### config.mk
export PLATFORM = sky130hd
export DESIGN_NAME = req_slot
export DESIGN_NICKNAME = d
export VERILOG_FILES = /design/src/design/pu_mem_pkg.sv /design/src/design/req_slot.sv
export SDC_FILE = /design/constraint.sdc
export NUM_CORES = 1
export LEC_CHECK = 0
export ABC_AREA = 1
export BUFFER_PORTS_ARGS = -buffer_cell sky130_fd_sc_hd__buf_4
export CAP_MARGIN = 20
export CORE_MARGIN = 5
export CORE_UTILIZATION = 43
export CTS_CLUSTER_DIAMETER = 50
export CTS_CLUSTER_SIZE = 16
export DETAILED_ROUTE_END_ITERATION = 12
export GPL_TIMING_DRIVEN = 0
export PLACE_DENSITY = 0.83
export SYNTH_ARGS = -nofsm -noshare
export SYNTH_HDL_FRONTEND = slang
export SYNTH_SLANG_ARGS = --single-unit
### constraint.sdc
create_clock -name clk -period 1.5 [get_ports clk]
set_input_delay 0.3 -clock clk [delete_from_list [all_inputs] [get_ports clk]]
set_output_delay 0.3 -clock clk [all_outputs]
set_load 0.005 [all_outputs]
### src/design/pu_mem_pkg.sv
// NUM_PU must be a power of two equal to 2**PU_ID_W; addresses are word addresses, not byte addresses.
package pu_mem_pkg;

	localparam int NUM_PU = 4;
	localparam int PU_ID_W = 2;

	localparam int DATA_W = 32;
	localparam int TID_W = 2; // Thread id bits at the top of the RAM address.
	localparam int WORD_W = 6;
	localparam int RAM_AW = TID_W + WORD_W;

	localparam int ADDR_W = 16;
	localparam int REGION_HI = 15;
	localparam int REGION_LO = 12;
	localparam logic [REGION_HI-REGION_LO:0] TOPIC_REGION = 4'd3;

	// RISC-V AMO funct5 codes.
	localparam int FUNCT_W = 5;
	localparam logic [FUNCT_W-1:0] AMO_ADD = 5'b00000;
	localparam logic [FUNCT_W-1:0] AMO_SWAP = 5'b00001; // Only code matched on all five bits.
	localparam logic [FUNCT_W-1:0] AMO_XOR = 5'b00100;
	localparam logic [FUNCT_W-1:0] AMO_OR = 5'b01000;
	localparam logic [FUNCT_W-1:0] AMO_AND = 5'b01100;
	localparam logic [FUNCT_W-1:0] AMO_MIN = 5'b10000;
	localparam logic [FUNCT_W-1:0] AMO_MAX = 5'b10100;
	localparam logic [FUNCT_W-1:0] AMO_MINU = 5'b11000;
	localparam logic [FUNCT_W-1:0] AMO_MAXU = 5'b11100;

	typedef logic [DATA_W-1:0] data_t;
	typedef logic [PU_ID_W-1:0] pu_id_t;
	typedef logic [NUM_PU-1:0] pu_mask_t;
	typedef logic [TID_W-1:0] tid_t;
	typedef logic [ADDR_W-1:0] addr_t;
	typedef logic [RAM_AW-1:0] ram_addr_t;
	typedef logic [FUNCT_W-1:0] funct_t;

endpackage

### src/design/req_slot.sv
// Holds one command only; the PU must not issue a new request until the previous one has been acked.
`timescale 1ns/1ps

module req_slot (
	input logic clk,
	input logic reset,
	input logic load,
	input logic clear,
	input logic cmd_wr,
	input logic cmd_atomic,
	input pu_mem_pkg::funct_t cmd_funct,
	input pu_mem_pkg::tid_t cmd_tid,
	input logic [pu_mem_pkg::WORD_W-1:0] cmd_word,
	input pu_mem_pkg::data_t cmd_wdata,
	output logic full,
	output logic q_wr,
	output logic q_atomic,
	output pu_mem_pkg::funct_t q_funct,
	output pu_mem_pkg::tid_t q_tid,
	output logic [pu_mem_pkg::WORD_W-1:0] q_word,
	output pu_mem_pkg::data_t q_wdata
);

	always_ff @(posedge clk) begin
		if (reset)
			full <= 1'b0;
		else if (load)
			full <= 1'b1;
		else if (clear)
			full <= 1'b0;
	end

	// The fields stay valid after the grant until the atomic write-back has used them.
	always_ff @(posedge clk) begin
		if (load) begin
			q_wr <= cmd_wr;
			q_atomic <= cmd_atomic;
			q_funct <= cmd_funct;
			q_tid <= cmd_tid;
			q_word <= cmd_word;
			q_wdata <= cmd_wdata;
		end
	end

	a_no_overrun: assert property (@(posedge clk) disable iff (reset)
		load |-> (!full || clear));

endmodule

# ---- After elaboration in Yosys (flattened, before gate mapping)
# Cells that the tools add are included.
dict set report op_classes {
  n_addsub 0
  multipliers 0
  div 0
  magnitude_cmp 0
  n_eq_ne 0
  n_shift 0
  n_mux 2
  n_bitwise 0
  n_reduce_logical 1
}
# cell n
set op_table {}
lappend op_table {{1-bit 2-to-1 mux} 2}
lappend op_table {{2-bit nonzero test} 1}
dict set report totals {
  ff_bits 48
  latchBits 0
  ramBits 0
  romBits 0
  in_bits 51
  out_inout_bits 48
  wordCells 10
  n_memories 0
}

# ---- Longest topological paths before layout
dict set report logic_depth {
  word_depth 2
  depth_mapped 3
  mapped_depth_nobuf 3
}

# ---- Least setup slack after synthesis
# Ideal clock, no wire load.
dict set report synth_path {
  path_type {reg-to-output}
  startpoint {register q_atomic}
  endpoint {output port q_atomic}
  t_arrival_ps 355
  required_ps 1200
  slack_ps 845
  path_stages_with_launch 1
  path_buffers 0
  cell_sequence {edfxtp_1}
}
# item line_no
set synth_rtl {}
lappend synth_rtl {{from (decl)} req_slot.sv:17} ;# output logic q_atomic,
lappend synth_rtl {{from (signal assigned)} req_slot.sv:37} ;# q_atomic <= cmd_atomic;
# No word-level cell between the ends.

# ---- Worst setup path in the final report
dict set report layout_path {
  startpoint {register q_wdata[2]}
  endpoint {output port q_wdata[2]}
}
# item line_no
set layout_rtl {}
lappend layout_rtl {{from (decl)} req_slot.sv:21} ;# output pu_mem_pkg::data_t q_wdata
lappend layout_rtl {{from (signal assigned)} req_slot.sv:41} ;# q_wdata <= cmd_wdata;
# No word-level cell between the ends.

==> results.toml <==
[outcome]
outcome = "finished, final reports clean"

[floorplanning]
row_count = 21
fp.dieArea_um2 = 4640
fp.dieW_um = 68.1
initial_core_util = 0.438
die-height_um = 68.1
io_pins = 99
core_region_area_um2 = 3310

[final_layout]
layout-area-overhead-vs-synth_pct = 59.1
post-route-cell-area_um2 = 2310
drive_above_1_share = 0.677
num-nets-final = 208
multiInputGateArea_um2 = 12.5
final_antenna_diode_count = 0
layout.cells.non_filler = 204
seqCellArea_um2 = 1430
filler_cell_count = 242

[power]
worst_ir_drop_vdd_v = 0.000750
leakage_power_of_the_design_uw = 0.000989
total_power_uw = 2510
cellPowerDensity_nw_per_um2 = 1090

[worst_hold_path]
hold_path.startpoint = "reset"
holdPathStages = 2
type_of_the_tightest_min_delay_check = "in -> reg"
holdPathEnd = "full$_SDFFE_PP0P_"

[synth]
synth_area_per_cell_um2 = 27.9
syn_inst = 52
synth.ff_latch_count = 48
post-synth-top-area-fraction = 0.972
post-synth-top-area-cell = "edfxtp_1"
postSynthNetCount = 103
post_synth_instance_area_um2 = 1450
synth_seq_area_share = 0.986
post_synth_num_cell_types = 5
ys.warnings.count = 0
yosys-top-cells-area = "edfxtp_1 97%, dfxtp_1 1.4%, a21oi_2 0.60%, inv_1 0.52%, nand2_1 0.26%"

[cts]
cts-root-buf = "clkbuf_4"
tritoncts.num_buffers = 5
cts_hold_repair.buffers = 0
tritoncts_clock_tree = "yes"
cts_repair_resize_count = 0
clk_path_buf_depth = 2
clock-sinks = 48
clock_edge_transition_at_the_registers_on_the_reported_setup_and_hold_paths_ns = 0.14
post_cts_buffers = 0
h_tree_levels = 2
clkLatencyLatePin_ns = 0.34

[sta]
timing.slew.headroom = 0.611
slew_violations = 0
unrepaired_setup_endpoints_after_global_routing = "no"
timing.final.crit_share = 0.804
final.setup_skew_ns = 0
fin_crit_ns = 1.21
final-setup-viol-count = 0
whs_ns = 0.0910
setup-tns-final_ns = 0
worst-slew-pin-transition_ns = 0.583
final_hold_viol_count = 0
max_freq_mhz = 830

[global_route]
first_global_vias = 905
first_pass_grt_wire_length_um = 4250
globalRouteOverflowTotal = 0
initial_antenna_violation_count = 0
grt_start_max_net_pins = 49
gr-usage-all-layers = 0.132

[setup_path]
arrival_ns = 0.91
critical_path_buf_inv_count = 1
worstPathCellList = "buf_4"
critPathKind = "reg -> out"
timing.critical_path.to_type = "output pin"
r2r_end = "full$_SDFFE_PP0P_"
ff2ff_setup_slack_ns = 0.92
cp.required_ns = 1.20
path_delay_family = "flip-flops"
critPathMaxStageDelay_ns = 0.41
critical_path.max_fanout = 1
r2r_start = "full$_SDFFE_PP0P_"
worstRegToRegCells = 2
critical_path.slowest_cell = "edfxtp_1"
startpoint_type = "register"

[detailed_routing]
drt-wirelength-per-cell_um = 14.5
routed_wl_um = 2960
detail_route.vias_per_cell = 4.19
detailroute.via_count = 855
dr_drc_count = 0
drt-pass1-iter-count = 2
drt_iter0_markers = 49
final_antenna_net_count = 0

[placement]
placed_area_um2 = 2240
dp.final_hpwl_um = 2310
gp_routability_congestion = 0.656
numPortBuffers = 98
post-place-cells = 196

[flow_run]
drv_cap = 0
[state kept, by name, indices dropped and copies added (netlist names)]
register	flops
q_wdata	32
q_word	6
q_funct	5
q_tid	2
full	1
q_atomic	1
q_wr	1
[worst max path at each step]
stage	from	cells past startpoint	endpoint	slack, ns
2_1_floorplan	q_atomic$_DFFE_PP_	0	q_atomic	0.84
3_3_place_gp	load	1	q_wdata[22]$_DFFE_PP_	0.37
3_5_place_dp	load	1	q_wdata[6]$_DFFE_PP_	0.34
4_1_cts	q_wdata[2]$_DFFE_PP_	1	q_wdata[2]	0.26
5_1_grt	q_wdata[2]$_DFFE_PP_	1	q_wdata[2]	0.21
6_report	q_wdata[2]$_DFFE_PP_	1	q_wdata[2]	0.29
[cell usage after synthesis (all sizes together)]
master	n
edfxtp	47
inv	2
a21oi	1
dfxtp	1
nand2	1
[logic make-up after synthesis]
kind of cell    after synthesis  share of synthesized area
compound gates                1                    0.00604
flops                        48                      0.986
buf+inv                       2                    0.00517
simple gates                  1                    0.00258
[power breakdown]
group / internal (uW) / total, uW / switching, uW
clock network: 198 / 606 / 408
registers: 1590 / 1610 / 27.4
logic: 197 / 293 / 95.8
total: 1980 / 2510 / 531
[cells in the final DEF, fill, tap and decap left out, drive strengths merged]
master	Yosys	final
inv	2	4
a21oi	1	1
dfxtp	1	1
nand2	1	1
clkbuf	0	5
clkinv	0	1
buf	0	98
edfxtp	47	47
[stage by stage]
step                 util  setup WS, ns
finish              0.697         0.295
global route        0.697         0.212
CTS                 0.697         0.261
detailed placement  0.678         0.340
global placement    0.678         0.371
floorplan               -         0.845
[metal layers]
metal | GRT usage | up-vias | share of wire
met5 | 0 | - | 0
met4 | 0.0521 | 0 | 0.0057
met3 | 0.0903 | 2 | 0.15
met2 | 0.211 | 55 | 0.51
met1 | 0.136 | 384 | 0.33
li1 | - | 414 | -
[cell type report]
cell class                 instances  share of cell area
clock buffer                       5              0.0163
clock inverter                     3              0.0114
inverter                           2             0.00325
multi-input combinational          2             0.00542
sequential                        48               0.620
tap                               46              0.0249
timing repair buffer              98               0.319
Note: power is estimated with default switching activity, not from simulation.
