--- config.mk ---
export PLATFORM = sky130hd
export DESIGN_NAME = rr_arbiter
export DESIGN_NICKNAME = d
export VERILOG_FILES = /design/src/design/pu_mem_pkg.sv /design/src/design/rr_arbiter.sv
export SDC_FILE = /design/constraint.sdc
export NUM_CORES = 1
export LEC_CHECK = 0
export BUFFER_PORTS_ARGS = -buffer_cell sky130_fd_sc_hd__buf_2
export CAP_MARGIN = 20
export CORE_AREA = 5 5 42 44
export CTS_CLUSTER_SIZE = 20
export DETAILED_ROUTE_END_ITERATION = 10
export DIE_AREA = 0 0 47 49
export GPL_TIMING_DRIVEN = 0
export HOLD_SLACK_MARGIN = 0.03
export PLACE_DENSITY = 0.74
export SKIP_CTS_REPAIR_TIMING = 1
export SYNTH_ARGS = -nofsm -noshare
export SYNTH_HDL_FRONTEND = slang
export SYNTH_SLANG_ARGS = --single-unit
--- constraint.sdc ---
create_clock -name clk -period 1.8 [get_ports clk]
set_input_delay 0 -clock clk [delete_from_list [all_inputs] [get_ports clk]]
set_output_delay 0 -clock clk [all_outputs]
set_load 0.05 [all_outputs]
--- src/design/pu_mem_pkg.sv ---
// NUM_PU must be a power of two equal to 2**PU_ID_W; addresses are word addresses, not byte addresses.
package pu_mem_pkg;

	localparam int NUM_PU = 4;
	localparam int PU_ID_W = 2;

	localparam int DATA_W = 32;
	localparam int TID_W = 2; // Thread id bits at the top of the RAM address.
	localparam int WORD_W = 6;
	localparam int RAM_AW = TID_W + WORD_W;

	localparam int ADDR_W = 16;
	localparam int REGION_HI = 15;
	localparam int REGION_LO = 12;
	localparam logic [REGION_HI-REGION_LO:0] TOPIC_REGION = 4'd3;

	// RISC-V AMO funct5 codes.
	localparam int FUNCT_W = 5;
	localparam logic [FUNCT_W-1:0] AMO_ADD = 5'b00000;
	localparam logic [FUNCT_W-1:0] AMO_SWAP = 5'b00001; // Only code matched on all five bits.
	localparam logic [FUNCT_W-1:0] AMO_XOR = 5'b00100;
	localparam logic [FUNCT_W-1:0] AMO_OR = 5'b01000;
	localparam logic [FUNCT_W-1:0] AMO_AND = 5'b01100;
	localparam logic [FUNCT_W-1:0] AMO_MIN = 5'b10000;
	localparam logic [FUNCT_W-1:0] AMO_MAX = 5'b10100;
	localparam logic [FUNCT_W-1:0] AMO_MINU = 5'b11000;
	localparam logic [FUNCT_W-1:0] AMO_MAXU = 5'b11100;

	typedef logic [DATA_W-1:0] data_t;
	typedef logic [PU_ID_W-1:0] pu_id_t;
	typedef logic [NUM_PU-1:0] pu_mask_t;
	typedef logic [TID_W-1:0] tid_t;
	typedef logic [ADDR_W-1:0] addr_t;
	typedef logic [RAM_AW-1:0] ram_addr_t;
	typedef logic [FUNCT_W-1:0] funct_t;

endpackage

--- src/design/rr_arbiter.sv ---
// Grant is combinational from req and en; the priority pointer moves past the winner on each grant.
`timescale 1ns/1ps

module rr_arbiter (
	input logic clk,
	input logic reset,
	input logic en,
	input pu_mem_pkg::pu_mask_t req,
	output pu_mem_pkg::pu_mask_t ack,
	output pu_mem_pkg::pu_id_t sel,
	output logic gnt
);

	import pu_mem_pkg::*;

	pu_id_t ptr; // PU with the highest priority this cycle.

	always_comb begin
		pu_id_t idx;
		gnt = 1'b0;
		sel = ptr;
		for (int k = 0; k < NUM_PU; k++) begin
			idx = pu_id_t'(ptr + k); // Wraps because NUM_PU is a power of two.
			if (en && !gnt && req[idx]) begin
				gnt = 1'b1;
				sel = idx;
			end
		end
		ack = '0;
		ack[sel] = gnt;
	end

	always_ff @(posedge clk) begin
		if (reset)
			ptr <= '0;
		else if (gnt)
			ptr <= pu_id_t'(sel + 1'b1);
	end

	a_ack_onehot: assert property (@(posedge clk) disable iff (reset)
		$onehot0(ack));

	a_gnt_matches_ack: assert property (@(posedge clk) disable iff (reset)
		gnt == (|ack));

	// A granted requester loses priority to every other waiting one next cycle.
	a_no_repeat_winner: assert property (@(posedge clk) disable iff (reset)
		(gnt && ((req & ~ack) != '0)) |=> !(gnt && ack == $past(ack) && $past(req) == req));

endmodule

* After elaboration in Yosys (flattened, before gate mapping) *
Cells that the tools add are included.

storage, ports and cells
  register bits after elaboration = 2
  input port bits = 7
  output and inout bits = 7
  word-level logic and storage cells = 40

cells by class
  add/subtract/negate cells = 4
  order comparisons = 6
  mux-type cells = 17
  bitwise logic cells = 1
  reductions and logical operators = 11

operators by type and width
  cell                 count
  $lt 2x3->1 const B   5
  $mux 1               9
  $bmux 1 s2           4
  $logic_and 1x1->1    8
  $mux 2               3
  $add 2x1->2 const B  2
  $add 2x2->2 const B  2
  $and 4x4->4          1
  $logic_not 1->1      3
  $demux 1 s2          1
  $ge 2x1->1 const B   1

* Longest topological paths before layout *
  word-level depth = 21
  gate-level depth with buffers = 7
  depth with buffers taken out = 5

* Worst setup path after synthesis *
No wires, ideal clock.

  path type = reg-to-output
  start point = register ptr[0]
  end point = output ack[2]
  arrival = 2.017 ns
  required time = 1.800 ns
  slack = -0.217 ns
  cell stages (with the launch flop) = 7
  path buffers = 1
  path through = dfxtp_1 buf_6 mux2i_1 o22ai_2 a311oi_2 a22oi_1 mux2i_1

on the way
  longest elaborated chain between the ends = 21
  elaborated cells on any way between the ends = 34
  those cells by class = add/sub (3); order compare (2); mux (17); bitwise (1); reduce/logical (11)

RTL lines
  what                                                                   line              text
  start: declaration                                                     rr_arbiter.sv:16  pu_id_t ptr;
  start signal: assignment                                               rr_arbiter.sv:37  ptr <= pu_id_t'(sel + 1'b1);
  $bmux 1 s2                                                             rr_arbiter.sv:24  if (en && !gnt && req[idx]) begin
  $mux 1 (not written as such)                                           rr_arbiter.sv:24
  $logic_and 1x1->1                                                      rr_arbiter.sv:24
  $mux 1                                                                 rr_arbiter.sv:24
  $logic_not 1->1                                                        rr_arbiter.sv:24
  $logic_and 1x1->1 (2 in series)                                        rr_arbiter.sv:24
  $mux 1                                                                 rr_arbiter.sv:24
  $logic_not 1->1                                                        rr_arbiter.sv:24
  (+3 left out)                                                          --
  $logic_not 1->1                                                        rr_arbiter.sv:24
  $logic_and 1x1->1 (2 in series)                                        rr_arbiter.sv:24
  $mux 2                                                                 rr_arbiter.sv:24
  $lt 2x3->1 (not written as such) / $ge 2x1->1 (equally long branches)  rr_arbiter.sv:30  ack[sel] = gnt;
  $logic_and 1x1->1 (not written as such)                                rr_arbiter.sv:30
  $mux 1 (not written as such)                                           rr_arbiter.sv:30
  $demux 1 s2                                                            rr_arbiter.sv:30
  $and 4x4->4 (no line) (*)                                              --
  end: declaration                                                       rr_arbiter.sv:9   output pu_mem_pkg::pu_mask_t ack,

Mark *: on every way between the ends. The rest lies on a longest branch, timed or not. The select of a mux whose other input is x is not followed.

* Worst setup path in the final report *
  start point = register ptr[0]
  end point = output ack[0]

Same word-level chain as after synthesis.

==> run_results.csv <==
group,metric,value,unit
run_status,status,"complete, but fails checks",
run_status,violations,"negative setup slack",
detailed_routing,top_layer_used,"met3",
timing,rsz0062_at_grt,"true",
global_routing,grt_overflow_total,0,
pwr,switchingPower,781,µW
cts,cts_made_buffers,3,
yosys,synth.avg_cell_area,8.09,µm²
yosys,postSynth.asyncResetShare,0,
pwr,ir_drop,0.000859,V
final_layout,reg_top3,"ptr x2",
die,start_util,0.381,
die,pin_count,14,
timing,tightest_slew,0.403,ns
global_routing,antenna_found_initial,0,
yosys,ys_top_cells_by_area,"mux2i_1 17%, dfxtp_1 7.5%, buf_6 6.3%, mux2_1 4.2%, o311a_4 4.0%",
timing,finalHoldViolations,0,
yosys,yosys.area.top_type,"mux2i_1",
critical_path,slowest_delay,0.37,ns
detailed_routing,wl_met3,12,µm
detailed_routing,drt_wl_total,1350,µm
final_layout,n_antenna_cell,0,
pwr,leakagePower,0.000319,µW
cts,cts_tree,"built",
critical_path,start_kind,"flip-flop",
die,dieArea,2300,µm²
final_layout,nNetsFinal,94,
pwr,p_clk_frac,0.066,
final_layout,ff_latch_area,45.0,µm²
yosys,ys.flop_type,"dfxtp_1",
pwr,powerDensity,1870,nW/µm²
timing,post-route-min-period,1.87,ns
critical_path,arrival,1.87,ns
critical_path,worstPathCellList,"buf_8 > mux2i_1 > o22a_1 > a311oi_2 > a22oi_2 > mux2i_2 > buf_4",
timing,setup_ws,-0.0724,ns
timing,fmax,0.534,GHz
timing,hold-worst-slack,0.123,ns
detailed_routing,post-route-drc-count,0,
critical_path,cp_slowest_cell,"dfxtp_4",
yosys,synthCells,66,
timing,drv_slew,0,
global_routing,grt_max_degree,11,
flow_run,max_cap_viol_count,0,
cts,clk_latency,0.22,ns
die,die_w,47,µm
final_layout,final_cell_mix,"7 x buf_2, 6 x buf_6, 6 x mux2i_1, 6 x buf_4",
critical_path,critPathCaptureType,"primary output",
final_layout,regMostFlops,"ptr",
detailed_routing,vias_per_cell,5.47,
placement,hpwl,1010,µm
cts,cts.clk_slew.worst_paths,0.03,ns
cts,root_buffer,"clkbuf_4",
detailed_routing,vias,552,
cts,clk_path_buf_depth,2,
global_routing,gr-usage-all-layers,0.130,
yosys,ys_warn_count,0,
pwr,p_total,1470,µW
cts,cts.sinks,2,
critical_path,required,1.80,ns
yosys,synth_seq_cells,2,
yosys,seq_area_frac_synth,0.0749,
yosys,yosys.area.top_type_share,0.169,
timing,relSlewSlack,0.732,
die,core_area,1400,µm²
final_layout,largest_register_ffs,2,
final_layout,mostFrequentLayoutCell,"buf_2",
pwr,p_seq_frac,0.071,
yosys,synth_nets,73,
cts,htreeDepth,1,
global_routing,grt_pass1_wl,2290,µm
critical_path,crit_fanout,7,
final_layout,stdcell_count,101,
hold_path,min_path_type,"primary input to flip-flop",
pwr,swShare,0.532,
timing,period_share,1.04,
die,fp-row-count,14,
die,dieHeight,49,µm
placement,gp_congestion,0.830,
detailed_routing,wl_per_cell,13.4,µm
detailed_routing,drt_iter0_drc,1,
yosys,synth_cell_types,34,
final_layout,syn_to_final_growth,46.8,%
detailed_routing,dr.pass1.iters,2,
critical_path,worstSetupPathType,"flip-flop to primary output",
final_layout,multiInputGateArea,508,µm²
placement,dp_cells,94,
placement,io_buffers,12,
timing,fin_worst_skew,0.00345,ns
pwr,combPwrFrac,0.862,
final_layout,post_route_cells_drive_above_1_share,0.553,
detailed_routing,met1_length,573,µm
yosys,synth_edf_count,0,
timing,setup_violations,5,
global_routing,first_global_vias,553,
final_layout,nFillCells,142,
detailed_routing,wl_met2,763,µm
pwr,internal_power,687,µW
yosys,syn_area,534,µm²
detailed_routing,ant_nets,0,
## power by group through the flow
stage	Sequential, µW	Combinational [µW]	Clock (µW)
global route	109	1340	111
floorplan	72.0	917	0
finish	105	1270	97.7
CTS	72.3	1090	105
detailed placement	72.9	1090	0
global placement	72.7	1070	0
## synth_stat cells (all sizes together) (2+ instances only)
library cell and instances:
mux2i 9, buf 5, inv 5, nand2 5
nor2 5, nand3 4, a21oi 3, a31oi 3
mux2 3, o22ai 3, and3 2, dfxtp 2
nor3b 2, xnor2 2
## critical path, delay by kind of cell (launching register included)
kind,cells,cell delay (ns)
buffers and inverters,2,0.35
flip-flops,1,0.37
AO/OA/AOI/OAI,3,0.67
multiplexers,2,0.26
## cells by family (layout without fill, tap and decap cells)
group,Yosys count,in the layout,synth area share
AOI/OAI and AO/OA,16,16,0.272
muxes,12,12,0.239
and+or+nand+nor,24,24,0.265
xor gates and xnor gates,2,2,0.0328
buffers and inverters,10,29,0.117
DFF,2,2,0.0749
## final timing paths
check          from  slack [ns]     end  cells past startpoint
min reg2reg  ptr[1]        0.85  ptr[1]                      4
max          ptr[0]       -0.07  ack[0]                      7
max reg2reg  ptr[0]        0.09  ptr[1]                      5
min           reset        0.12  ptr[0]                      3
## per-stage QoR
| stage | area (µm²) | worst slack (ns) | TNS (ns) | utilization |
|---|---|---|---|---|
| 2_1_floorplan | 572 | 0.00755 | 0 | - |
| 3_3_place_gp | 652 | 0.0330 | 0 | 0.465 |
| 3_5_place_dp | 652 | -0.0289 | -0.0289 | 0.465 |
| 4_1_cts | 674 | -0.278 | -1.20 | 0.481 |
| 5_1_grt | 785 | -0.179 | -0.802 | 0.560 |
| 6_report | 785 | -0.0724 | -0.238 | 0.560 |
## cell type report
class                      count  share of cell area
sequential                     2              0.0574
multi-input combinational     54               0.648
timing repair buffer          17               0.163
tap                           16              0.0255
inverter                       5              0.0239
clock buffer                   3              0.0287
buffer                         4              0.0542
## metal layers
| metal | track usage | up-vias |
|---|---|---|
| met3 | 0 | 0 |
| met5 | 0 | - |
| met2 | 0.238 | 4 |
| met1 | 0.149 | 263 |
| met4 | 0.0553 | 0 |
| li1 | - | 285 |
Power figures use the tool's default switching activity.
