[src/design/pu_mem_pkg.sv]
// NUM_PU must be a power of two equal to 2**PU_ID_W; addresses are word addresses, not byte addresses.
package pu_mem_pkg;

	localparam int NUM_PU = 4;
	localparam int PU_ID_W = 2;

	localparam int DATA_W = 32;
	localparam int TID_W = 2; // Thread id bits at the top of the RAM address.
	localparam int WORD_W = 6;
	localparam int RAM_AW = TID_W + WORD_W;

	localparam int ADDR_W = 16;
	localparam int REGION_HI = 15;
	localparam int REGION_LO = 12;
	localparam logic [REGION_HI-REGION_LO:0] TOPIC_REGION = 4'd3;

	// RISC-V AMO funct5 codes.
	localparam int FUNCT_W = 5;
	localparam logic [FUNCT_W-1:0] AMO_ADD = 5'b00000;
	localparam logic [FUNCT_W-1:0] AMO_SWAP = 5'b00001; // Only code matched on all five bits.
	localparam logic [FUNCT_W-1:0] AMO_XOR = 5'b00100;
	localparam logic [FUNCT_W-1:0] AMO_OR = 5'b01000;
	localparam logic [FUNCT_W-1:0] AMO_AND = 5'b01100;
	localparam logic [FUNCT_W-1:0] AMO_MIN = 5'b10000;
	localparam logic [FUNCT_W-1:0] AMO_MAX = 5'b10100;
	localparam logic [FUNCT_W-1:0] AMO_MINU = 5'b11000;
	localparam logic [FUNCT_W-1:0] AMO_MAXU = 5'b11100;

	typedef logic [DATA_W-1:0] data_t;
	typedef logic [PU_ID_W-1:0] pu_id_t;
	typedef logic [NUM_PU-1:0] pu_mask_t;
	typedef logic [TID_W-1:0] tid_t;
	typedef logic [ADDR_W-1:0] addr_t;
	typedef logic [RAM_AW-1:0] ram_addr_t;
	typedef logic [FUNCT_W-1:0] funct_t;

endpackage

[src/design/amo_alu.sv]
// Purely combinational; codes other than swap are decoded on funct bits 4:2 only.
`timescale 1ns/1ps

module amo_alu (
	input pu_mem_pkg::funct_t funct,
	input pu_mem_pkg::data_t operand,
	input pu_mem_pkg::data_t old_word,
	output pu_mem_pkg::data_t new_word
);

	import pu_mem_pkg::*;

	logic lt_signed;
	logic lt_unsigned;

	assign lt_signed = $signed(operand) < $signed(old_word);
	assign lt_unsigned = operand < old_word;

	always_comb begin
		if (funct == AMO_SWAP) begin
			new_word = operand;
		end else begin
			case (funct[FUNCT_W-1:2])
				AMO_ADD[FUNCT_W-1:2]: new_word = operand + old_word;
				AMO_XOR[FUNCT_W-1:2]: new_word = operand ^ old_word;
				AMO_OR[FUNCT_W-1:2]: new_word = operand | old_word;
				AMO_AND[FUNCT_W-1:2]: new_word = operand & old_word;
				AMO_MIN[FUNCT_W-1:2]: new_word = lt_signed ? operand : old_word;
				AMO_MAX[FUNCT_W-1:2]: new_word = lt_signed ? old_word : operand;
				AMO_MINU[FUNCT_W-1:2]: new_word = lt_unsigned ? operand : old_word;
				AMO_MAXU[FUNCT_W-1:2]: new_word = lt_unsigned ? old_word : operand;
			endcase
		end
	end

endmodule

[config.mk]
export PLATFORM = sky130hd
export DESIGN_NAME = amo_alu
export DESIGN_NICKNAME = d
export VERILOG_FILES = /design/src/design/pu_mem_pkg.sv /design/src/design/amo_alu.sv
export SDC_FILE = /design/constraint.sdc
export NUM_CORES = 1
export LEC_CHECK = 0
export BUFFER_PORTS_ARGS = -buffer_cell sky130_fd_sc_hd__clkbuf_2
export CORE_MARGIN = 1
export CORE_UTILIZATION = 62
export DETAILED_ROUTE_END_ITERATION = 12
export PLACE_DENSITY = 0.95
export SLEW_MARGIN = 20
export SYNTH_ARGS = -nofsm -noshare
export SYNTH_HDL_FRONTEND = slang
export SYNTH_SLANG_ARGS = --single-unit
[constraint.sdc]
create_clock -name vclk -period 9.5
set_input_delay 1.425 -clock vclk [all_inputs]
set_output_delay 1.425 -clock vclk [all_outputs]
set_load 0.005 [all_outputs]
# Yosys cells after proc, flatten, opt, wreduce, memory -nomap -nowiden
# Index checks and enable logic that the tools add are counted.
[classes] reduce_logical=1 muxes=6 magnitude_cmp=2 eq_ne=8 add_sub_neg=1 bitwise_logic=3
[ops] cell="$pmux W32 S8" count=1
[ops] cell="$mux W32" count=5
[ops] cell="$lt A32 B32 Y1" count=2
[ops] cell="$add A32 B32 Y32" count=1
[ops] cell="$and A32 B32 Y32" count=1
[ops] cell="$or A32 B32 Y32" count=1
[ops] cell="$xor A32 B32 Y32" count=1
[ops] cell="$eq A3 B3 Y1 const B" count=4
[ops] cell="$eq A3 B2 Y1 const B" count=2
[ops] cell="$eq A5 B1 Y1 const B" count=1
[ops] cell="$eq A3 B1 Y1 const B" count=1
[ops] cell="$logic_not A3 Y1" count=1
[word_totals] input_bits=69 regBits=0 word_cells=21

# Depth between registers and ports, before layout
# Gate-level depths: netlist (run 1).
[depth] depth_word=4 ltp_mapped=14

# Worst setup path after synthesis (run 1)
# Ideal clock, no wire load.
[synth_path] kind="input-to-output" startpoint="in operand[23]" endpoint="out new_word[24]" path_stages=14 t_required_ns=8.075 arrival_time_ns=4.250 slack_ns=3.825 cell_sequence="inv_1 -> ha_1 -> buf_6 -> nor4_2 -> and4_1 -> nor4b_2 -> a2111oi_0 -> and3_1 -> or4_1 -> buf_2 -> and2_4 -> buf_6 -> o211a_1 -> o22ai_1"
[synth_between] elab_chain_len=4 word_cells_on_any_way=9 cone_classes="add/sub (1); order compare (2); mux (6)"
[synth_rtl] item="from (decl)" line_no="amo_alu.sv:6" source="input pu_mem_pkg::data_t operand,"
[synth_rtl] item="$lt A32 B32 Y1, on equally long branches" line_no="amo_alu.sv:17, amo_alu.sv:16"
[synth_rtl] item="$mux W32, on equally long branches"
[synth_rtl] item="$pmux W32 S8 (*)" line_no="amo_alu.sv:23" source="case (funct[FUNCT_W-1:2])"
[synth_rtl] item="$mux W32 (*)" line_no="amo_alu.sv:20" source="if (funct == AMO_SWAP) begin"
[synth_rtl] item="to (decl)" line_no="amo_alu.sv:8" source="output pu_mem_pkg::data_t new_word"
# Every way passes the cells marked *; elsewhere a longest branch is shown, timed or not.

# Worst setup path after layout (run 1)
[layout_path] startpoint="in operand[19]" endpoint="out new_word[10]"
# Same word-level chain as after synthesis.

==> results of run 1 <==
## placed cells by master, fill, tap and decap left out, drive strengths merged, types with 10 or more instances in the layout
cell     count
clkbuf     101
ha          96
inv         89
a21oi       80
o21ai       76
nor2        64
nand2       63
a211oi      17
nand3       14
a31oi       14
nor3        13
xnor2       13
mux2i       11
a2bb2oi     11
a21o        10
## stage by stage
stage	instance area [um2]	std cells
after global placement	5450	927
after floorplan	4990	768
after CTS	5450	927
after detailed placement	5450	927
final	5450	927
after global routing	5450	927
## worst max path at each step
stage,cells past startpoint,slack [ns],startpoint,to
global route,13,2.46,operand[19],new_word[10]
floorplan,14,3.83,operand[23],new_word[24]
detailed placement,13,2.75,operand[19],new_word[10]
CTS,13,2.74,operand[19],new_word[10]
finish,13,2.66,operand[19],new_word[10]
global placement,13,2.90,operand[19],new_word[10]
## cell type report
cell class	instances	share of cell area, %
Inverter	89	6.13
Multi-Input combinational cell	628	81.3
Tap cell	102	2.34
Timing Repair Buffer	108	10.2
## power groups by stage
stage	clock, mW	sequential, mW	combinational, mW
2_1_floorplan	0	0	0.236
3_3_place_gp	0	0	0.322
3_5_place_dp	0	0	0.334
4_1_cts	0	0	0.336
5_1_grt	0	0	0.377
6_report	0	0	0.345
## worst max-delay path, stage by stage
cell       delay, ns
clkbuf_2        0.12
inv_1           0.07
ha_1            0.40
nor4_1          0.40
and4_1          0.30
nor4b_2         0.34
a2111oi_0       0.16
and3_1          0.29
or4_1           0.69
nand2_2         0.57
mux2i_1         0.16
a221oi_1        0.31
clkbuf_2        0.16
## metal layers
| layer | GRT usage [%] | routed length (um) |
|---|---|---|
| met5 | 0 | 0 |
| met4 | 17.3 | 699 |
| met3 | 4.15 | 1710 |
| met2 | 61.6 | 7360 |
| met1 | 50.0 | 6650 |
## cell families after synthesis
family                     Yosys count  synth area share [%]
xor gates and xnor gates            16                  2.81
AOI/OAI and AO/OA                  301                  38.9
buffers and inverters              140                  11.2
adders and majority gates           97                  24.5
muxes                               17                  4.24
and+or+nand+nor                    197                  18.4
==> flow_summary.toml, run 1 <==
[status]
status = "finished, final reports clean"

[pwr]
ir_drop_v = 0.0000290
powerDensity_nw_per_um2 = 63.4
power_mw = 0.345
pwr-share-seq_pct = 0
p_int_mw = 0.136
combPwrFrac_pct = 100.0
clkPwrFrac_pct = 0
p_switching_mw = 0.209
switching_share_pct = 60.6
p_leak_nw = 2.74

[route]
drtPass1Iterations = 8
drcViolationCount = 0
num_vias = 6143
ant_nets = 0
routedWlPerCell_um = 17.7
routed_wl_um = 16400
drtIter0Drc = 613
vias_per_cell = 6.63

[placed_design]
place_congestion = 1.02
hpwl_um = 12100
io_buffers = 101
dp_worst_setup_slack_ns = 2.75

[global_routing]
grt_overflow_total = 0
antenna_found_initial = 0
grt_usage_pct = 37.8
grt_pass1_vias = 5683
grt_pass1_wl_um = 26700
grt_max_degree = 55

[die]
chipWidth_um = 91.7
core_area_um2 = 7770
row_count = 32
die_y_um = 91.7
initial_core_util_pct = 64.3
dieArea_um2 = 8410
num_io_pins = 101

[worst_setup_path]
worst_setup_path_start_kind = "primary input"
path_class = "primary input to output port"
worst_setup_path_end_kind = "output port"
crit_required_ns = 8.08
cp_max_fo = 22
critical_path_arrival_ns = 5.41

[hold_path]
min_path_cells = 4
hold_path_startpoint = "old_word[6]"
hold_end = "new_word[6]"
worst_hold_path_type = "primary input to output port"

[finish]
nClkBuffers = 0
antenna_cells = 0
seq_area_um2 = 0
drive_gt1_share_pct = 15.4
final_util_pct = 70.2
multiInputGateArea_um2 = 4430
final_nets = 993
design.seq.count = 0
syn_to_final_growth_pct = 9.25
n_fill_cell = 654

[logic_synthesis]
syn_inst = 768
synth_nets = 934
syn_area_um2 = 4990
synthTopCellsByCount = "ha_1, inv_1, a21oi_1"
yosysMostFrequentCell = "ha_1"
synth_top_cell_area_share_pct = 24.1
yosysTopAreaCell = "ha_1"
syn_avg_cell_area_um2 = 6.50
netlist_top_cells_area = "ha_1, a21oi_1, o21ai_0"
synth_cell_type_count = 72
ys_warn_count = 0
ys_seq_area_share_pct = 0

[sta]
fmax_mhz = 146
setup_tns_ns = 0
finalWorstPathRequiredPeriod_ns = 6.84
slew_headroom_pct = 39.5
timing.hold.ws_ns = 3.19
worst_slew_pin_slew_ns = 0.899
finalSetupViolations = 0
final_hold_viol_count = 0
min_period_over_period_pct = 71.9
drv_slew = 0
setup_ws_ns = 2.66
rsz0062_at_grt = "no"

[clocking]
hold_buffers = 0
cts_resized = 0
cts_setup_buffers = 0

[job]
cap_violations = 0
No activity file was read; power rests on OpenSTA's default activity.
==> inputs of run 2 (changes only) <==
CORE_UTILIZATION = 59   (was 62)
clock period = 6.97 ns   (was 9.5 ns; I/O delays follow)
==> run 2 against run 1 <==
Effect of this change:
- global-route usage down 2.4 points
- worst setup slack worse by 1.7 ns
- cell area up 0.48%
- utilization shrank 3.5 points
- die area is 5.0% higher
- flip-flop and latch count stayed put
- routed wire length is 5.3% lower
- non-clock buffer count rose by 3
- sequential share of layout area is the same
- critical path depth stayed put
- worst hold slack got worse by 0.76 ns
- critical path type unchanged
- largest cell class unchanged
==> flow_summary.toml, run 2 (synthesized netlist as in run 1, its figures left out) <==
[worst_setup_path]
cp_max_fo = 22
crit_required_ns = 5.92
critical_path_arrival_ns = 4.97
timing.critical_path.to = "new_word[18]"
crit_start = "operand[21]"
slowest_delay_ns = 0.68
path_class = "primary input to output port"
cp_common_cell = "clkbuf_2"
worst_setup_path_start_kind = "primary input"
slowest_stage = "or4_1"
worstPathCellList = "clkbuf_2, inv_1, ha_1, nor4_2, and4_1, nor4b_2, a2111oi_0, and3_1, or4_1, nand2_2, mux2i_1, a221oi_1, clkbuf_2"
path_buf_inv = 3
worst_setup_path_end_kind = "output port"
critPathTopFamily = "simple AND/OR/NAND/NOR gates"
cp.depth = 13

[global_routing]
antenna_found_initial = 0
grt_overflow_total = 0
grt_pass1_vias = 5568
grt_usage_pct = 35.5
grt_pass1_wl_um = 25700
grt_max_degree = 54

[pwr]
pwr-share-seq_pct = 0
combPwrFrac_pct = 100.0
ir_drop_v = 0.0000483
p_int_mw = 0.187
p_switching_mw = 0.281
p_leak_nw = 2.76
powerDensity_nw_per_um2 = 85.3
switching_share_pct = 60.0
clkPwrFrac_pct = 0

[sta]
worst_slew_pin_slew_ns = 0.855
finalSetupViolations = 0
slew_headroom_pct = 43.0
drv_slew = 0
finalWorstPathRequiredPeriod_ns = 6.01
final_hold_viol_count = 0
rsz0062_at_grt = "no"
setup_tns_ns = 0
fmax_mhz = 166
min_period_over_period_pct = 86.2

[finish]
layout_common_cells = "clkbuf_2, ha_1, inv_1"
nClkBuffers = 0
final_area_um2 = 5480
layout_commonest_cell = "clkbuf_2"
antenna_cells = 0
drive_gt1_share_pct = 15.7
final_nets = 996
design.seq.count = 0
syn_to_final_growth_pct = 9.78
seq_area_um2 = 0
final_util_pct = 66.7

[route]
drcViolationCount = 0
routedWlPerCell_um = 16.7
vias_per_cell = 6.55
drtPass1Iterations = 6
num_vias = 6110
routed_wl_um = 15500
drtIter0Drc = 649
ant_nets = 0

[die]
initial_core_util_pct = 60.7
dieArea_um2 = 8830
die_y_um = 94.0
row_count = 33
core_area_um2 = 8220
num_io_pins = 101
chipWidth_um = 94.0

[status]
status = "finished, final reports clean"

[job]
cap_violations = 0

[hold_path]
worst_hold_path_type = "primary input to output port"

[placed_design]
placed_area_um2 = 5480
io_buffers = 101
place_congestion = 1.07
hpwl_um = 11500

[clocking]
cts_setup_buffers = 0
cts_resized = 0
hold_buffers = 0
## run 2: area by class of cell
cell class,instances,area (um2)
timing repair buffer,111,581
inverter,89,334
fill,714,2740
tap,105,131
multi-input combinational,628,4430
## run 2: per-stage QoR
step | total power, mW | setup WS, ns | hold slack (ns) | std cells
after floorplan | 0.321 | 2.05 | 2.20 | 768
after global placement | 0.444 | 1.14 | 2.44 | 933
after detailed placement | 0.453 | 1.04 | 2.43 | 933
after CTS | 0.455 | 1.03 | 2.43 | 933
after global routing | 0.516 | 0.624 | 2.46 | 933
final | 0.468 | 0.959 | 2.43 | 933
## run 2: worst min-delay path, stage by stage
cell and delay [ns]:
clkbuf_2 0.10, nand2_1 0.05, a31oi_1 0.08, clkbuf_2 0.11
## run 2: worst min path at each step
stage                      startpoint           to  slack (ns)  cells past startpoint
after floorplan            operand[2]  new_word[2]        2.20                      1
after global placement    old_word[6]  new_word[6]        2.44                      4
after detailed placement  old_word[6]  new_word[6]        2.43                      4
after CTS                 old_word[6]  new_word[6]        2.43                      4
after global routing       operand[8]  new_word[8]        2.46                      3
final                     old_word[6]  new_word[6]        2.43                      4
## run 2: power by group through the flow
stage	Sequential, mW	Combinational (mW)	Clock (mW)
after global routing	0	0.516	0
after global placement	0	0.444	0
after CTS	0	0.455	0
after detailed placement	0	0.453	0
after floorplan	0	0.321	0
final	0	0.468	0
## run 2: layer usage
metal | wire (um) | vias to the layer above | share of wire [%] | GRT usage, %
li1 | - | 2905 | - | -
met1 | 6250 | 2709 | 40 | 47.3
met2 | 6710 | 416 | 43 | 56.9
met3 | 1820 | 80 | 12 | 3.24
met4 | 771 | 0 | 5.0 | 17.2
met5 | 0 | - | 0 | 0
==> inputs of run 3 (changes only) <==
REMOVE_ABC_BUFFERS = 1   (was unset)
==> run 3 against run 2 <==
Effect of this change:
- first-iteration DRC count increased by 4.3%
- routed wire length down 1.9%
- power fell by 0.89%
- critical path depth did not move
- cell count shrank 0.11%
- global-route usage decreased by 1.8 points
- largest cell class unchanged
- worst hold slack lost 0.011 ns
- critical endpoint is now new_word[10]
==> flow_summary.toml, run 3 (synthesized netlist as in run 1, its figures left out) <==
[finish]
final_nets = 995
seq_area_um2 = 0
syn_to_final_growth_pct = 9.63
n_fill_cell = 714
antenna_cells = 0
nClkBuffers = 0
multiInputGateArea_um2 = 4430
design.seq.count = 0
layout_commonest_cell = "clkbuf_2"
drive_gt1_share_pct = 15.6
layout_common_cells = "clkbuf_2, ha_1, inv_1"

[die]
num_io_pins = 101
initial_core_util_pct = 60.7
row_count = 33
core_area_um2 = 8220
dieArea_um2 = 8830
die_y_um = 94.0
chipWidth_um = 94.0

[worst_setup_path]
critPathTopFamily = "simple AND/OR/NAND/NOR gates"
critical_path_arrival_ns = 4.87
cp_common_cell = "clkbuf_2"
slowest_delay_ns = 0.67
cp_max_fo = 22
crit_required_ns = 5.92
path_buf_inv = 3
worstPathCellList = "clkbuf_2, inv_1, ha_1, nor4_1, and4_1, nor4b_2, a2111oi_0, and3_1, or4_1, nand2_2, mux2i_1, a221oi_1, clkbuf_2"
path_class = "primary input to output port"
worst_setup_path_start_kind = "primary input"
worst_setup_path_end_kind = "output port"
slowest_stage = "or4_1"

[pwr]
clkPwrFrac_pct = 0
powerDensity_nw_per_um2 = 84.7
pwr-share-seq_pct = 0
p_switching_mw = 0.277
combPwrFrac_pct = 100.0
ir_drop_v = 0.0000382
switching_share_pct = 59.8
p_leak_nw = 2.75
p_int_mw = 0.186
power_mw = 0.463

[route]
drcViolationCount = 0
routedWlPerCell_um = 16.4
routed_wl_um = 15300
ant_nets = 0
num_vias = 6114
drtPass1Iterations = 6
drtIter0Drc = 677
vias_per_cell = 6.56

[status]
status = "finished, final reports clean"

[hold_path]
worst_hold_path_type = "primary input to output port"

[sta]
finalSetupViolations = 0
setup_tns_ns = 0
finalWorstPathRequiredPeriod_ns = 5.91
fmax_mhz = 169
slew_headroom_pct = 42.5
drv_slew = 0
min_period_over_period_pct = 84.8
final_hold_viol_count = 0
rsz0062_at_grt = "no"
worst_slew_pin_slew_ns = 0.860

[global_routing]
antenna_found_initial = 0
grt_overflow_total = 0
grt_pass1_vias = 5407
grt_pass1_wl_um = 24700
grt_usage_pct = 33.7
grt_max_degree = 54

[clocking]
cts_setup_buffers = 0
hold_buffers = 0
cts_resized = 0

[placed_design]
place_congestion = 1.01
io_buffers = 101
hpwl_um = 11300

[job]
cap_violations = 0
## run 3: changes by cell type in the layout (fill, tap and decap cells not counted), sizes merged
| cell | previous run | this run |
|---|---|---|
| buf | 10 | 9 |
## run 3: worst min-delay path: cells and delay by family
family,cells,cell delay (ns)
buf+inv,2,0.21
compound gates,1,0.07
simple gates,1,0.05
## run 3: layout make-up
| cell class | count | area share (%) |
|---|---|---|
| multi-input cells | 628 | 81.0 |
| repair buffers | 110 | 10.5 |
| inverters | 89 | 6.11 |
| well taps | 105 | 2.40 |
## run 3: per-layer routing
metal	vias to the layer above	global-route usage, %	wire length, um
met5	-	0	0
met4	0	13.1	515
met3	65	3.40	1660
met2	389	55.6	6800
met1	2762	44.8	6280
li1	2898	-	-
## run 3: path summary, 6_finish.rpt
check | startpoint | endpoint | cells past startpoint
hold / removal | old_word[7] | new_word[7] | 4
setup / recovery | operand[16] | new_word[10] | 13
## run 3: through the flow
stage / cell area (um2) / worst slack (ns) / hold WS (ns) / utilization [%] / instances
floorplan: 4770 / 1.97 / 2.13 / - / 717
global route: 5470 / 0.849 / 2.46 / 66.6 / 932
CTS: 5470 / 1.11 / 2.42 / 66.6 / 932
detailed placement: 5470 / 1.13 / 2.42 / 66.6 / 932
global placement: 5470 / 1.22 / 2.42 / 66.6 / 932
finish: 5470 / 1.06 / 2.42 / 66.6 / 932
## run 3: power by group through the flow
stage	clock, mW	combinational, mW	sequential [mW]
after floorplan	0	0.301	0
after global placement	0	0.441	0
after detailed placement	0	0.450	0
after CTS	0	0.453	0
after global routing	0	0.510	0
final	0	0.463	0
